<file path="src/verilog/pipeline16_pkg.sv">
`default_nettype none

package pipeline16_pkg;

	typedef logic [15:0] word_t;		// data, address and instruction word
	typedef logic [4:0]  reg_addr_t;	// 0..15 name a register, 16 is none
	typedef logic [11:0] imm_hi_t;		// upper immediate from a 1iii prefix
	typedef logic [3:0]  imm_lo_t;
	typedef logic [3:0]  alu_op_t;

	localparam reg_addr_t REG_NONE        = 5'd16;
	localparam word_t     NOP_INSTRUCTION = 16'h0000;

	typedef enum logic [2:0] {
		CLS_NOP,
		CLS_IMM,
		CLS_ALU_RR,
		CLS_ALU_RI,
		CLS_LOAD,
		CLS_STORE,
		CLS_OTHER		// unused encodings, executed as a nop
	} ins_class_t;

	function automatic ins_class_t ins_class(input word_t ins);
		ins_class_t cls;
		case (ins[15:12])
			4'h0:    cls = (ins == NOP_INSTRUCTION) ? CLS_NOP : CLS_OTHER;
			4'h1:    cls = CLS_IMM;
			4'h2:    cls = CLS_ALU_RR;
			4'h3:    cls = CLS_ALU_RI;
			4'h6:    cls = ins[8] ? CLS_STORE : CLS_LOAD;	// bit 8 set means store
			default: cls = CLS_OTHER;
		endcase
		return cls;
	endfunction

	function automatic reg_addr_t field_dest(input word_t ins);
		return {1'b0, ins[7:4]};
	endfunction

	function automatic reg_addr_t field_src(input word_t ins);
		return {1'b0, ins[3:0]};
	endfunction

	function automatic alu_op_t field_alu_op(input word_t ins);
		return ins[11:8];
	endfunction

	function automatic imm_hi_t field_imm_hi(input word_t ins);
		return ins[11:0];
	endfunction

	function automatic imm_lo_t field_imm_lo(input word_t ins);
		return ins[3:0];
	endfunction

	// register written back by the instruction, if any
	function automatic reg_addr_t write_addr(input word_t ins);
		ins_class_t cls;
		cls = ins_class(ins);
		if ((cls == CLS_ALU_RR) || (cls == CLS_ALU_RI) || (cls == CLS_LOAD))
			return field_dest(ins);
		return REG_NONE;
	endfunction

	// port a read: alu ops read their destination, a store reads its data register
	function automatic reg_addr_t read_a_addr(input word_t ins);
		ins_class_t cls;
		cls = ins_class(ins);
		if ((cls == CLS_ALU_RR) || (cls == CLS_ALU_RI) || (cls == CLS_STORE))
			return field_dest(ins);
		return REG_NONE;
	endfunction

	function automatic reg_addr_t read_b_addr(input word_t ins);
		return (ins_class(ins) == CLS_ALU_RR) ? field_src(ins) : REG_NONE;
	endfunction

endpackage

`default_nettype wire

</file>
<file path="src/verilog/pipeline16_stage_if.sv">
`default_nettype none

// instruction entering execute (S2)
interface decode_if import pipeline16_pkg::*; ();
	word_t      ins;	// S2 instruction register
	ins_class_t cls;
	word_t      imm;	// prefix followed by the low nibble
	reg_addr_t  dest;	// write-back register or none

	modport driver (output ins, cls, imm, dest);
	modport receiver (input ins, cls, imm, dest);
endinterface

// instruction leaving execute (S3)
interface exec_if import pipeline16_pkg::*; ();
	ins_class_t cls;
	reg_addr_t  dest;
	word_t      ls_addr;	// load/store address
	word_t      store_data;

	modport driver (output cls, dest, ls_addr, store_data);
	modport receiver (input cls, dest, ls_addr, store_data);
endinterface

`default_nettype wire

</file>
<file path="src/verilog/pipeline16_decode.sv">
`default_nettype none

module pipeline16_decode import pipeline16_pkg::*; #(
	parameter word_t RESET_PC = 16'h0000
) (
	input  wire         CLK,
	input  wire         RSTb,
	input  wire word_t  memory_in,
	input  wire         stall_hold,		// keep the pc, the fetched word gets refetched
	input  wire         stall_bubble,	// hold S0/S1, nop into S2
	input  wire         mem_slot,
	input  wire         mem_access,
	output word_t       ins_s0,
	output word_t       pc,
	output reg_addr_t   reg_a_addr,
	output reg_addr_t   reg_b_addr,
	decode_if.driver    dec
);

	word_t      ins_s1;
	imm_hi_t    imm_prefix;
	ins_class_t cls_s1;

	assign cls_s1 = ins_class(ins_s1);

	always_ff @(posedge CLK) begin
		if (!RSTb) begin
			pc         <= RESET_PC;
			ins_s0     <= NOP_INSTRUCTION;
			ins_s1     <= NOP_INSTRUCTION;
			imm_prefix <= '0;
			dec.ins    <= NOP_INSTRUCTION;
			dec.cls    <= CLS_NOP;
			dec.dest   <= REG_NONE;
			reg_a_addr <= REG_NONE;
			reg_b_addr <= REG_NONE;
		end else begin
			// the port belongs to the load/store in S3, or the next word would be dropped
			if (!(stall_hold || mem_access))
				pc <= pc + 16'd1;

			if (stall_bubble) begin
				dec.ins    <= NOP_INSTRUCTION;
				dec.cls    <= CLS_NOP;
				dec.dest   <= REG_NONE;
				reg_a_addr <= REG_NONE;
				reg_b_addr <= REG_NONE;
			end else begin
				ins_s0 <= mem_slot ? NOP_INSTRUCTION : memory_in;	// data slot is not code
				ins_s1 <= ins_s0;

				dec.ins  <= ins_s1;
				dec.cls  <= cls_s1;
				dec.dest <= write_addr(ins_s1);

				// read addresses travel with S2 so the data is there during execute
				reg_a_addr <= read_a_addr(ins_s1);
				reg_b_addr <= read_b_addr(ins_s1);

				if (cls_s1 == CLS_IMM)
					imm_prefix <= field_imm_hi(ins_s1);
				else if (cls_s1 != CLS_NOP)
					imm_prefix <= '0;	// a prefix only covers the next instruction
			end
		end
	end

	always_ff @(posedge CLK) begin
		if (!stall_bubble)
			dec.imm <= {imm_prefix, field_imm_lo(ins_s1)};
	end

endmodule

`default_nettype wire

</file>
<file path="src/verilog/pipeline16_interlock.sv">
`default_nettype none

module pipeline16_interlock import pipeline16_pkg::*; #(
	parameter int STALL_MAX = 4
) (
	input  wire         CLK,
	input  wire         RSTb,
	input  wire word_t  ins_s0,
	output logic        stall_hold,
	output logic        stall_bubble
);

	localparam int CNT_W = $clog2(STALL_MAX + 1);

	reg_addr_t        hazard1;	// destination now in S1
	reg_addr_t        hazard2;	// in S2
	reg_addr_t        hazard3;	// in S3
	reg_addr_t        src_a;
	reg_addr_t        src_b;
	logic [CNT_W-1:0] stall_cnt;
	logic [CNT_W-1:0] stall_cnt_next;

	function automatic logic reads(input reg_addr_t hz, input reg_addr_t a, input reg_addr_t b);
		return (hz != REG_NONE) && ((hz == a) || (hz == b));
	endfunction

	assign src_a = read_a_addr(ins_s0);
	assign src_b = read_b_addr(ins_s0);

	assign stall_bubble = (stall_cnt > CNT_W'(1));
	assign stall_hold   = (stall_cnt_next > CNT_W'(1));	// one cycle ahead, for the pc

	always_comb begin
		stall_cnt_next = (stall_cnt != '0) ? stall_cnt - CNT_W'(1) : stall_cnt;

		// newest producer first, it needs the longest wait
		if (!stall_bubble) begin
			if (reads(hazard1, src_a, src_b))
				stall_cnt_next = CNT_W'(STALL_MAX);
			else if (reads(hazard2, src_a, src_b))
				stall_cnt_next = CNT_W'(STALL_MAX - 1);
			else if (reads(hazard3, src_a, src_b))
				stall_cnt_next = CNT_W'(STALL_MAX - 2);
		end
	end

	always_ff @(posedge CLK) begin
		if (!RSTb) begin
			hazard1   <= REG_NONE;
			hazard2   <= REG_NONE;
			hazard3   <= REG_NONE;
			stall_cnt <= '0;
		end else begin
			stall_cnt <= stall_cnt_next;
			hazard3   <= hazard2;
			if (stall_bubble) begin
				hazard2 <= REG_NONE;	// S1 held, nop goes into S2
			end else begin
				hazard1 <= write_addr(ins_s0);
				hazard2 <= hazard1;
			end
		end
	end

endmodule

`default_nettype wire

</file>
<file path="src/verilog/pipeline16_execute.sv">
`default_nettype none

module pipeline16_execute import pipeline16_pkg::*; (
	input  wire         CLK,
	input  wire         RSTb,
	input  wire word_t  reg_a,
	input  wire word_t  reg_b,
	output alu_op_t     alu_op,
	output word_t       alu_a,
	output word_t       alu_b,
	decode_if.receiver  dec,
	exec_if.driver      exe
);

	logic is_alu;

	assign is_alu = (dec.cls == CLS_ALU_RR) || (dec.cls == CLS_ALU_RI);

	// alu sees S2 directly, result comes back two cycles later in S4
	assign alu_op = is_alu ? field_alu_op(dec.ins) : alu_op_t'(0);
	assign alu_a  = reg_a;
	assign alu_b  = (dec.cls == CLS_ALU_RI) ? dec.imm : reg_b;

	always_ff @(posedge CLK) begin
		if (!RSTb) begin
			exe.cls  <= CLS_NOP;
			exe.dest <= REG_NONE;
		end else begin
			exe.cls  <= dec.cls;
			exe.dest <= dec.dest;
		end
	end

	always_ff @(posedge CLK) begin
		exe.ls_addr    <= dec.imm;		// immediate address only
		exe.store_data <= reg_a;		// store data is the register named in 7:4
	end

endmodule

`default_nettype wire

</file>
<file path="src/verilog/pipeline16_result.sv">
`default_nettype none

module pipeline16_result import pipeline16_pkg::*; (
	input  wire         CLK,
	input  wire         RSTb,
	input  wire word_t  pc,
	input  wire word_t  memory_in,
	input  wire word_t  alu_out,
	exec_if.receiver    exe,
	output word_t       memory_addr,
	output word_t       memory_out,
	output logic        mem_rd,
	output logic        mem_wr,
	output logic        mem_slot,
	output logic        mem_access,
	output reg_addr_t   reg_wr_addr,
	output word_t       reg_wr_data
);

	ins_class_t cls_s4;
	reg_addr_t  dest_s4;

	// S3 takes the memory port for a load or store, otherwise fetch
	assign mem_access  = (exe.cls == CLS_LOAD) || (exe.cls == CLS_STORE);
	assign memory_addr = mem_access ? exe.ls_addr : pc;
	assign mem_wr      = (exe.cls == CLS_STORE);
	assign mem_rd      = !mem_wr;
	assign memory_out  = exe.store_data;

	always_ff @(posedge CLK) begin
		if (!RSTb) begin
			cls_s4   <= CLS_NOP;
			dest_s4  <= REG_NONE;
			mem_slot <= 1'b1;	// word on memory_in right after reset is a stale read
		end else begin
			cls_s4   <= exe.cls;
			dest_s4  <= exe.dest;
			mem_slot <= mem_access;
		end
	end

	// write-back from S4, load data arrives one cycle after S3
	always_comb begin
		reg_wr_addr = REG_NONE;
		reg_wr_data = alu_out;
		case (cls_s4)
			CLS_ALU_RR, CLS_ALU_RI: begin
				reg_wr_addr = dest_s4;
			end
			CLS_LOAD: begin
				reg_wr_addr = dest_s4;
				reg_wr_data = memory_in;
			end
			default: ;
		endcase
	end

endmodule

`default_nettype wire

</file>
<file path="src/verilog/pipeline16.sv">
`default_nettype none

module pipeline16 import pipeline16_pkg::*; #(
	parameter int    STALL_MAX = 4,			// longest interlock stall
	parameter word_t RESET_PC  = 16'h0000
) (
	input  wire         CLK,
	input  wire         RSTb,

	output alu_op_t     alu_op,
	output word_t       alu_a,
	output word_t       alu_b,
	input  wire word_t  alu_out,	// two cycles after the operands

	output reg_addr_t   reg_a_addr,
	output reg_addr_t   reg_b_addr,
	input  wire word_t  reg_a,
	input  wire word_t  reg_b,
	output reg_addr_t   reg_wr_addr,
	output word_t       reg_wr_data,

	output word_t       memory_addr,
	output word_t       memory_out,
	output logic        mem_rd,
	output logic        mem_wr,
	input  wire word_t  memory_in
);

	word_t ins_s0;
	word_t pc;
	logic  stall_hold;
	logic  stall_bubble;
	logic  mem_slot;
	logic  mem_access;

	decode_if dec_bus ();
	exec_if   exe_bus ();

	pipeline16_decode #(
		.RESET_PC (RESET_PC)
	) decode_i (
		.CLK          (CLK),
		.RSTb         (RSTb),
		.memory_in    (memory_in),
		.stall_hold   (stall_hold),
		.stall_bubble (stall_bubble),
		.mem_slot     (mem_slot),
		.mem_access   (mem_access),
		.ins_s0       (ins_s0),
		.pc           (pc),
		.reg_a_addr   (reg_a_addr),
		.reg_b_addr   (reg_b_addr),
		.dec          (dec_bus)
	);

	pipeline16_interlock #(
		.STALL_MAX (STALL_MAX)
	) interlock_i (
		.CLK          (CLK),
		.RSTb         (RSTb),
		.ins_s0       (ins_s0),
		.stall_hold   (stall_hold),
		.stall_bubble (stall_bubble)
	);

	pipeline16_execute execute_i (
		.CLK    (CLK),
		.RSTb   (RSTb),
		.reg_a  (reg_a),
		.reg_b  (reg_b),
		.alu_op (alu_op),
		.alu_a  (alu_a),
		.alu_b  (alu_b),
		.dec    (dec_bus),
		.exe    (exe_bus)
	);

	pipeline16_result result_i (
		.CLK         (CLK),
		.RSTb        (RSTb),
		.pc          (pc),
		.memory_in   (memory_in),
		.alu_out     (alu_out),
		.exe         (exe_bus),
		.memory_addr (memory_addr),
		.memory_out  (memory_out),
		.mem_rd      (mem_rd),
		.mem_wr      (mem_wr),
		.mem_slot    (mem_slot),
		.mem_access  (mem_access),
		.reg_wr_addr (reg_wr_addr),
		.reg_wr_data (reg_wr_data)
	);

endmodule

`default_nettype wire

</file>
<file path="config.mk">
export PLATFORM = sky130hd
export DESIGN_NAME = pipeline16
export DESIGN_NICKNAME = d
export VERILOG_FILES = /design/src/verilog/pipeline16_pkg.sv /design/src/verilog/pipeline16_stage_if.sv /design/src/verilog/pipeline16_decode.sv /design/src/verilog/pipeline16_interlock.sv /design/src/verilog/pipeline16_execute.sv /design/src/verilog/pipeline16_result.sv /design/src/verilog/pipeline16.sv
export SDC_FILE = /design/constraint.sdc
export NUM_CORES = 1
export LEC_CHECK = 0
export ABC_AREA = 1
export BUFFER_PORTS_ARGS = -buffer_cell sky130_fd_sc_hd__clkbuf_2
export CAP_MARGIN = 20
export CORE_MARGIN = 1.5
export CORE_UTILIZATION = 37
export CTS_CLUSTER_DIAMETER = 80
export CTS_CLUSTER_SIZE = 28
export DETAILED_ROUTE_END_ITERATION = 10
export HOLD_SLACK_MARGIN = 0.15
export PLACE_DENSITY = 0.62
export SYNTH_ARGS = -nofsm -noshare
export SYNTH_HDL_FRONTEND = slang
export SYNTH_SLANG_ARGS = --single-unit
</file>
<file path="constraint.sdc">
create_clock -name CLK -period 3.3 [get_ports CLK]
set_clock_uncertainty 0.15 [all_clocks]
set_input_delay 0.825 -clock CLK [delete_from_list [all_inputs] [get_ports CLK]]
set_output_delay 0.825 -clock CLK [all_outputs]
set_load 0.02 [all_outputs]
</file>
==> results.ini, run 1 <==
[status]
status=complete, but fails checks
violations=design-rule violations

[place]
pre_cts_ws_ns=0.684
routabilityCongestion=0.875
port_buffers=166
dp_hpwl_mm=12.7
dpl_cell_area_sq_mm=0.00779

[grt]
grt_pass1_wl_mm=28.4
grtUsageTotal_pct=18.5
grt_antenna_before_repair=0
grt_pass1_vias=5556
overflow=0
grt_max_degree=61

[finish]
mostFrequentLayoutCell=nand2_1
fin_nets=1069
final_area_sq_mm=0.00840
synthToLayoutAreaGrowth_pct=22.5
fin_util_pct=46.4
drive_above_1_share_pct=24.8
final_cell_mix=nand2_1 (211), clkbuf_2 (166), dfxtp_1 (149)
antenna_cells=0

[critical_path]
crit_fanout=16
start_kind=register
required_ns=2.32
crit_path_end_kind=output pin
rr_worst_depth=16
worstPathArrival_ns=1.96
crit_type=register to output pin

[clocking]
cts_tree=yes
cts.path.max_buffers=2
cts_resized=0
cts-hold-fix-buffers=0
cts_buffers=17
cts-root-buf=clkbuf_16
clkLatencyLatePin_ns=0.42
cts.sinks=165
path_clk_slew_ns=0.06
cts_setup_buffers=0
htreeDepth=4

[synthesis]
ys_ff_latch=165
synth_nets=921
synth.area.top_cells=dfxtp_1 (44%), nand2_1 (12%), edfxtp_1 (7.0%)
ys.flop_type=dfxtp_1
synth_cells=851
synth.avg_cell_area_sq_um=8.05
yosysUniqueCellTypes=37
synth_enable_flop_cells=16
ys_seq_area_share_pct=50.5
synthArstFlopShare_pct=0
syn_area_sq_mm=0.00685
yosysTopAreaCell=dfxtp_1
ys_warn_count=0
synth_top_area_share_pct=43.5

[sta]
rsz0062_at_grt=false
fin_hold_ws_ns=0.229
fin_crit_sh_pct=89.0
drv_slew=0
worst_pin_slew_ns=0.641
hold_viol_final=0
period_needed_ns=2.94
max_freq_mhz=340
max_slew_margin_pct=57.2
finalWorstSetupSlack_ns=0.361
final.setup.tns_ns=0
finalSetupViolCount=0

[routing]
route.vias.total=5937
final_antenna_net_count=0
drt_iter0_markers=416
routed_wl_mm=17.6
drt-vias-per-instance=4.78
wl_per_cell_microns=14.1
drc=5
dr.pass1.iters=8

[power]
p_per_area_mw_per_mm2=809
leakage_uw=0.00376
ir_worst_vdd_v=0.000468

[floorplan]
dieHeight_microns=139
initial_core_util_pct=37.9
core_area_sq_mm=0.0181
ios=167
std_cell_rows=49
chipWidth_microns=139
dieArea_sq_mm=0.0193

[min_path]
hold_depth=0
hp-class=register to register

[run]
max_cap_viol_count=0

-- final cells by class --
type,count,area (sq um)
clock buffer,22,485
clock inverter,10,119
fill,1783,9690
inverter,97,364
multi-input combinational,540,2760
sequential,165,3460
tap,229,287
timing repair buffer,178,921
-- routing by layer --
layer | up-vias | wire, microns | GRT usage, %
li1 | 3031 | - | -
met1 | 2733 | 8500 | 25.2
met2 | 155 | 8050 | 29.3
met3 | 18 | 757 | 3.73
met4 | 0 | 260 | 6.49
met5 | - | 0 | 0
-- power breakdown --
part | leakage, uW | switching, uW | internal [uW]
clock network | 0.000288 | 796 | 1200
logic | 0.00208 | 1450 | 582
registers | 0.00139 | 295 | 2470
-- synth_stat cells (4+ instances only) --
master / instances
nand4_1: 21
nand2_1: 212
dfxtp_1: 149
nand3_1: 51
buf_4: 16
edfxtp_1: 16
o21ai_0: 37
inv_1: 94
nor2_1: 63
nand2_2: 4
nor4_1: 5
xor2_1: 21
nor2_4: 5
nor3_1: 9
or2_2: 4
o31ai_1: 9
mux2_2: 16
a21oi_1: 58
clkbuf_1: 28
ha_1: 4
-- flip-flops by register name, summed over array words and instances, names as in the netlist --
| name | flops |
|---|---|
| decode_i.dec.ins | 4 |
| result_i.mem_slot | 1 |
| execute_i.exe.ls_addr | 16 |
| interlock_i.hazard1 | 5 |
| decode_i.dec.dest | 5 |
| decode_i.dec.cls | 3 |
| execute_i.exe.store_data | 16 |
| interlock_i.hazard2 | 5 |
| decode_i.reg_a_addr | 5 |
| decode_i.imm_prefix | 12 |
| execute_i.exe.cls | 3 |
| decode_i.pc | 16 |
| interlock_i.stall_cnt | 3 |
| decode_i.dec.imm | 16 |
| execute_i.exe.dest | 5 |
| result_i.dest_s4 | 5 |
| interlock_i.hazard3 | 5 |
| decode_i.reg_b_addr | 5 |
| decode_i.ins_s0 | 16 |
| decode_i.ins_s1 | 16 |
| result_i.cls_s4 | 3 |
-- logic make-up (layout without fill, tap and decap cells) --
| kind of cell | Yosys count | count (layout) | share of synthesized area, % |
|---|---|---|---|
| buffers and inverters | 146 | 307 | 9.37 |
| adder cells (fa/ha/maj) | 4 | 4 | 0.730 |
| AO/OA/AOI/OAI | 113 | 113 | 9.07 |
| flip-flops | 165 | 165 | 50.5 |
| multiplexers | 16 | 16 | 2.63 |
| AND/OR/NAND/NOR | 386 | 386 | 25.0 |
| XOR/XNOR | 21 | 21 | 2.68 |
-- path summary, 6_finish.rpt --
check	start	slack [ns]	endpoint
worst max-delay path	result_i.cls_s4[1]$_SDFF_PN0_	0.36	reg_wr_data[12]
worst min-delay path	decode_i.dec.imm[14]$_DFFE_PN_	0.23	execute_i.exe.ls_addr[14]$_DFF_P_
worst max register to register	decode_i.ins_s0[14]$_SDFFE_PN0N_	0.65	decode_i.pc[2]$_SDFFE_PN0N_
worst min register to register	decode_i.dec.imm[14]$_DFFE_PN_	0.23	execute_i.exe.ls_addr[14]$_DFF_P_
-- metrics by stage --
| stage | power, uW | instances |
|---|---|---|
| global placement | 4810 | 1209 |
| finish | 6800 | 1241 |
| global route | 7210 | 1241 |
| CTS | 6840 | 1241 |
| detailed placement | 4820 | 1209 |
| floorplan | 4240 | 851 |
-- critical path, cell delays in order (launching register included) --
cell and delay [ns]:
dfxtp_1 0.32, nor3_2 0.49, inv_1 0.38, nand2_1 0.14
nand2_1 0.06, clkbuf_2 0.15
Note: power is estimated with default switching activity, not from simulation.
==> run 2, diff against run 1 <==
PLACE_DENSITY = 0.64   (was 0.62)
clock period = 2.4 ns   (was 3.3 ns; I/O delays follow)
==> results.ini, run 2 (same netlist as run 1, synthesis figures left out) <==
[status]
status=complete, but fails checks
violations=design-rule violations

[critical_path]
crit_fanout=9  ; -7
crit_type=register to register
reg2reg_slack_ns=0.01  ; -0.64 ns
start_kind=register
rr_worst_depth=17  ; +1
crit_path_end_kind=register
required_ns=2.54  ; +0.22 ns
worstPathArrival_ns=2.52  ; +0.56 ns

[floorplan]
dieArea_sq_mm=0.0193  ; unchanged
core_area_sq_mm=0.0181  ; unchanged
std_cell_rows=49  ; unchanged
ios=167  ; unchanged
chipWidth_microns=139  ; unchanged
initial_core_util_pct=37.9  ; unchanged
dieHeight_microns=139  ; unchanged

[routing]
wl_per_cell_microns=14.6  ; +3.5%
dr.pass1.iters=8  ; unchanged
routed_wl_mm=18.8  ; +7.2%
final_antenna_net_count=0  ; unchanged
drt_iter0_markers=435  ; +4.6%
route.vias.total=6261  ; +5.5%
drt-vias-per-instance=4.87  ; +1.8%
drc=5  ; unchanged

[grt]
grt_antenna_before_repair=0  ; unchanged
overflow=0  ; unchanged
grt_pass1_wl_mm=29.2  ; +2.9%
grt_max_degree=56  ; -8.2%
grtUsageTotal_pct=19.0  ; +0.44 points
grt_pass1_vias=5763  ; +3.7%

[min_path]
hp-class=register to register
hold_depth=0  ; unchanged

[power]
seqPwrFrac_pct=37.9  ; -2.8 points
pwr-share-comb_pct=36.0  ; +6.1 points
finalPower_uw=10000  ; +47%
p_clk_share_pct=26.1  ; -3.3 points
p_per_area_mw_per_mm2=1120  ; +38%
p_switching_uw=3810  ; +50%
swShare_pct=38.0  ; +0.63 points
p_int_uw=6200  ; +46%
ir_worst_vdd_v=0.000809  ; +73%
leakage_uw=0.00403  ; +7.2%

[sta]
drv_slew=0  ; unchanged
fin_crit_sh_pct=99.5
max_slew_margin_pct=57.4  ; +0.12 points
hold_viol_final=0  ; unchanged
max_freq_mhz=419
period_needed_ns=2.39
finalSetupViolCount=0  ; unchanged
worst_pin_slew_ns=0.640  ; -0.00181 ns
fin_hold_ws_ns=0.227  ; -0.00185 ns
rsz0062_at_grt=true

[finish]
final_area_sq_mm=0.00897  ; +6.9%
antenna_cells=0  ; unchanged
fin_nets=1113  ; +4.1%
instances_no_fill=1285  ; +3.5%
synthToLayoutAreaGrowth_pct=30.9
final_cell_mix=nand2_1 (205), clkbuf_2 (153), dfxtp_1 (143)
mostFrequentLayoutCell=nand2_1
drive_above_1_share_pct=29.1  ; +4.3 points

[clocking]
cts_buffers=17  ; unchanged
path_clk_slew_ns=0.07  ; about the same
htreeDepth=4  ; unchanged
cts.path.max_buffers=2  ; unchanged
cts_tree=yes
cts.sinks=165  ; unchanged
clkLatencyLatePin_ns=0.43  ; about the same
cts-root-buf=clkbuf_16

[place]
dp_hpwl_mm=13.0  ; +2.3%
dpl_cell_area_sq_mm=0.00789  ; +1.2%
dp.cells=1220  ; +0.91%
port_buffers=166  ; unchanged
routabilityCongestion=0.919  ; +5.1%

[run]
max_cap_viol_count=0  ; unchanged

run 2: changes by cell type in the layout (fill, tap and decap cells not counted), moves of 5 or more:
cell / delta
buf_4: +23
dlygate4sd3_1: +16
clkbuf_2: -13
nand2_2: +7
buf_2: +6
dfxtp_1: -6
nand2_1: -6
dfxtp_2: +5
run 2: metal layers:
metal	vias up	part of all wire [%]	global-route usage, %
met5	-	0	0
met3	33	6.0	3.69
li1	3114	-	-
met2	217	48	31.8
met4	0	1.8	6.33
met1	2897	44	24.5
run 2: through the flow:
step / setup TNS [ns] / setup WS, ns / utilization, %
after CTS: -0.0246 / -0.0246 / 47.8
after global placement: 0 / 0.0881 / 43.6
after global routing: -1.89 / -0.110 / 49.6
after detailed placement: 0 / 0.0598 / 43.6
final: 0 / 0.0112 / 49.6
after floorplan: 0 / 0.161 / -
run 2: path summary, 6_finish.rpt:
path / from / end
min: decode_i.dec.imm[9]$_DFFE_PN_ / execute_i.exe.ls_addr[9]$_DFF_P_
max reg2reg: decode_i.ins_s0[13]$_SDFFE_PN0N_ / decode_i.pc[3]$_SDFFE_PN0N_
max: decode_i.ins_s0[13]$_SDFFE_PN0N_ / decode_i.pc[3]$_SDFFE_PN0N_
min reg2reg: decode_i.dec.imm[9]$_DFFE_PN_ / execute_i.exe.ls_addr[9]$_DFF_P_
run 2: power by group through the flow:
| stage | Combinational [uW] | Sequential (uW) | Clock [uW] |
|---|---|---|---|
| after floorplan | 2130 | 3700 | 0 |
| after global placement | 3020 | 3830 | 0 |
| after detailed placement | 3050 | 3840 | 0 |
| after CTS | 3100 | 3780 | 2660 |
| after global routing | 3920 | 3850 | 2780 |
| final | 3600 | 3800 | 2620 |
run 2: critical path, cell delays in order, from the launching register on:
cell       delay [ns]
dfxtp_2          0.35
inv_2            0.05
nor2_4           0.18
nand2_4          0.12
nor2_4           0.13
buf_4            0.13
o21ai_0          0.07
nor2_1           0.15
nand2_1          0.07
nand2_1          0.08
nand2_2          0.07
nand3b_1         0.08
nand2_1          0.06
nand2_2          0.10
nand3_4          0.12
clkbuf_16        0.20
nand2_1          0.07
a21oi_1          0.07
run 2: repair_timing:
item,CTS,global route
resized for setup,8,63
setup endpoints to repair,38,67
hold buffers,16,0
pin swaps,0,19
hold endpoints to repair,16,0
gates cloned,0,4
buffers inserted,0,13
run 2: layout make-up:
cell class	count	area (sq um)
fillers	1743	9110
well taps	229	287
flip-flops and latches	165	3470
repair buffers	221	1420
clock buffers	20	447
inverters	97	372
clock inverters	12	120
multi-input cells	541	2860
==> run 3, diff against run 2 <==
SETUP_SLACK_MARGIN = 0.02   (was not set)
==> results.ini, run 3 (same netlist as run 1, synthesis figures left out) <==
[routing]
wl_per_cell_microns=14.6  ; -0.11%
drt_iter0_markers=421  ; -3.2%
routedLengthMet1_mm=8.21  ; -1.3%
routed_wl_mm=18.8  ; -0.11%
drt-vias-per-instance=4.88  ; +0.22%
drc=5  ; unchanged
highest_layer=met4
route.vias.total=6275  ; +0.22%
route.met2.wl_mm=9.06  ; +0.18%
final_antenna_net_count=0  ; unchanged
route.met3.wl_mm=1.21  ; +7.9%
dr.pass1.iters=8  ; unchanged

[sta]
period_needed_ns=2.39  ; -0.000909 ns
hold_viol_final=0  ; unchanged
worst_pin_slew_ns=0.632  ; -0.00780 ns
finalWorstSetupSlack_ns=0.0121  ; +0.000909 ns
fin_crit_sh_pct=99.5  ; about the same
max_slew_margin_pct=57.9  ; +0.52 points
fin_hold_ws_ns=0.227  ; -0.000199 ns
drv_slew=0  ; unchanged
rsz0062_at_grt=true
finalSetupViolCount=0  ; unchanged
max_freq_mhz=419  ; about the same

[finish]
antenna_cells=0  ; unchanged
mostFrequentLayoutCell=nand2_1
final_cell_mix=nand2_1 (205), clkbuf_2 (152), dfxtp_1 (141)
fillers=1741  ; -0.11%
fin_nets=1113  ; unchanged
drive_above_1_share_pct=29.3  ; +0.19 points
synthToLayoutAreaGrowth_pct=31.1  ; about the same
final_area_sq_mm=0.00898  ; about the same

[floorplan]
std_cell_rows=49  ; unchanged
core_area_sq_mm=0.0181  ; unchanged
dieHeight_microns=139  ; unchanged
initial_core_util_pct=37.9  ; unchanged
ios=167  ; unchanged
dieArea_sq_mm=0.0193  ; unchanged
chipWidth_microns=139  ; unchanged

[critical_path]
crit_top_cell=nand2_1
crit_path_end_kind=register
crit_slowest_cell=dfxtp_2
worstPathArrival_ns=2.52  ; about the same
crit_type=register to register
crit_buf_inv=3  ; unchanged
critical_path.cell_chain=inv_2, nor2_4, nand2_4, nor2_4, buf_4, o21ai_0, nor2_1, nand2_1, nand2_1, nand2_2, nand3b_1, nand2_1, nand2_2, nand3_4, clkbuf_16, nand2_1, a21oi_1
start_kind=register
cp_top_family=simple AND/OR/NAND/NOR gates
cp_slowest_stage_delay_ns=0.35  ; about the same
required_ns=2.54  ; about the same
crit_fanout=9  ; unchanged

[place]
routabilityCongestion=0.919  ; unchanged
dp_hpwl_mm=13.0  ; unchanged
pre_cts_ws_ns=0.0598  ; unchanged
port_buffers=166  ; unchanged
dpl_cell_area_sq_mm=0.00789  ; unchanged

[power]
swShare_pct=38.0  ; -0.077 points
pwr-share-comb_pct=35.9  ; about the same
seqPwrFrac_pct=37.9  ; about the same
p_per_area_mw_per_mm2=1110  ; -0.17%
ir_worst_vdd_v=0.000807  ; -0.22%
p_int_uw=6210  ; about the same
p_clk_share_pct=26.1  ; about the same
leakage_uw=0.00403  ; about the same
p_switching_uw=3800  ; -0.29%

[clocking]
htreeDepth=4  ; unchanged
path_clk_slew_ns=0.07  ; about the same
cts_buffers=17  ; unchanged
cts-root-buf=clkbuf_16
clkLatencyLatePin_ns=0.43  ; about the same
cts.path.max_buffers=2  ; unchanged
cts_tree=yes
cts.sinks=165  ; unchanged

[status]
status=complete, but fails checks
violations=design-rule violations

[grt]
grt_antenna_before_repair=0  ; unchanged
grt_pass1_wl_mm=29.3  ; about the same
overflow=0  ; unchanged
grtUsageTotal_pct=19.0  ; about the same
grt_max_degree=56  ; unchanged
grt_pass1_vias=5766  ; +0.052%

[run]
max_cap_viol_count=0  ; unchanged

[min_path]
hp-class=register to register

==> run 3: changes by cell type in the layout (fill, tap and decap cells not counted) <==
cell      change
buf_2         -1
buf_4         +1
clkbuf_2      -1
clkbuf_4      +1
dfxtp_1       -2
dfxtp_2       +2
==> run 3: power by group through the flow <==
stage / Combinational (uW) / Sequential (uW) / Clock (uW)
3_5_place_dp: 3050 / 3840 / 0
2_1_floorplan: 2130 / 3700 / 0
5_1_grt: 3920 / 3850 / 2770
4_1_cts: 3100 / 3780 / 2660
3_3_place_gp: 3020 / 3830 / 0
6_report: 3590 / 3800 / 2610
==> run 3: area by class of cell <==
class	instances	area [sq um]	area share, %
Clock inverter	12	120	1.34
Clock buffer	20	447	4.97
Sequential cell	165	3480	38.7
Timing Repair Buffer	221	1420	15.9
Tap cell	229	287	3.19
Multi-Input combinational cell	541	2860	31.8
Inverter	97	372	4.14
==> run 3: per-layer routing <==
metal  global-route usage, %  vias up
met1                    24.5     2913
met4                    6.33        0
met3                    3.69       29
met2                    31.8      218
met5                       0        -
li1                        -     3115
==> run 3: stage by stage <==
stage / instances / util (%) / power (uW) / setup TNS, ns
after floorplan: 851 / - / 5830 / 0
final: 1285 / 49.7 / 10000 / 0
after detailed placement: 1220 / 43.6 / 6890 / 0
after CTS: 1268 / 47.8 / 9550 / 0
after global placement: 1220 / 43.6 / 6850 / 0
after global routing: 1285 / 49.7 / 10500 / -1.85
==> run 3: final timing paths <==
kind,startpoint,to,slack (ns),cells after the start
hold / removal,decode_i.dec.imm[9]$_DFFE_PN_,execute_i.exe.ls_addr[9]$_DFF_P_,0.23,0
setup / recovery,decode_i.ins_s0[13]$_SDFFE_PN0N_,decode_i.pc[3]$_SDFFE_PN0N_,0.01,17
setup reg to reg,decode_i.ins_s0[13]$_SDFFE_PN0N_,decode_i.pc[3]$_SDFFE_PN0N_,0.01,17
hold reg to reg,decode_i.dec.imm[9]$_DFFE_PN_,execute_i.exe.ls_addr[9]$_DFF_P_,0.23,0
==> run 3: timing repair <==
item                                    in CTS  in global routing
hold buffers                                16                  0
buffers inserted                             0                 13
endpoints found under the setup margin      47                 76
hold endpoints to repair                    16                  0
pin swaps                                    0                 19
gates resized for setup                     10                 65
gates cloned                                 0                  4
==> run 3: worst reg2reg max path: stages (launching register included) <==
cell	delay, ns
dfxtp_2	0.35
inv_2	0.05
nor2_4	0.19
nand2_4	0.12
nor2_4	0.14
buf_4	0.13
o21ai_0	0.06
nor2_1	0.15
nand2_1	0.07
nand2_1	0.08
nand2_2	0.07
nand3b_1	0.08
nand2_1	0.06
nand2_2	0.10
nand3_4	0.12
clkbuf_16	0.20
nand2_1	0.07
a21oi_1	0.07
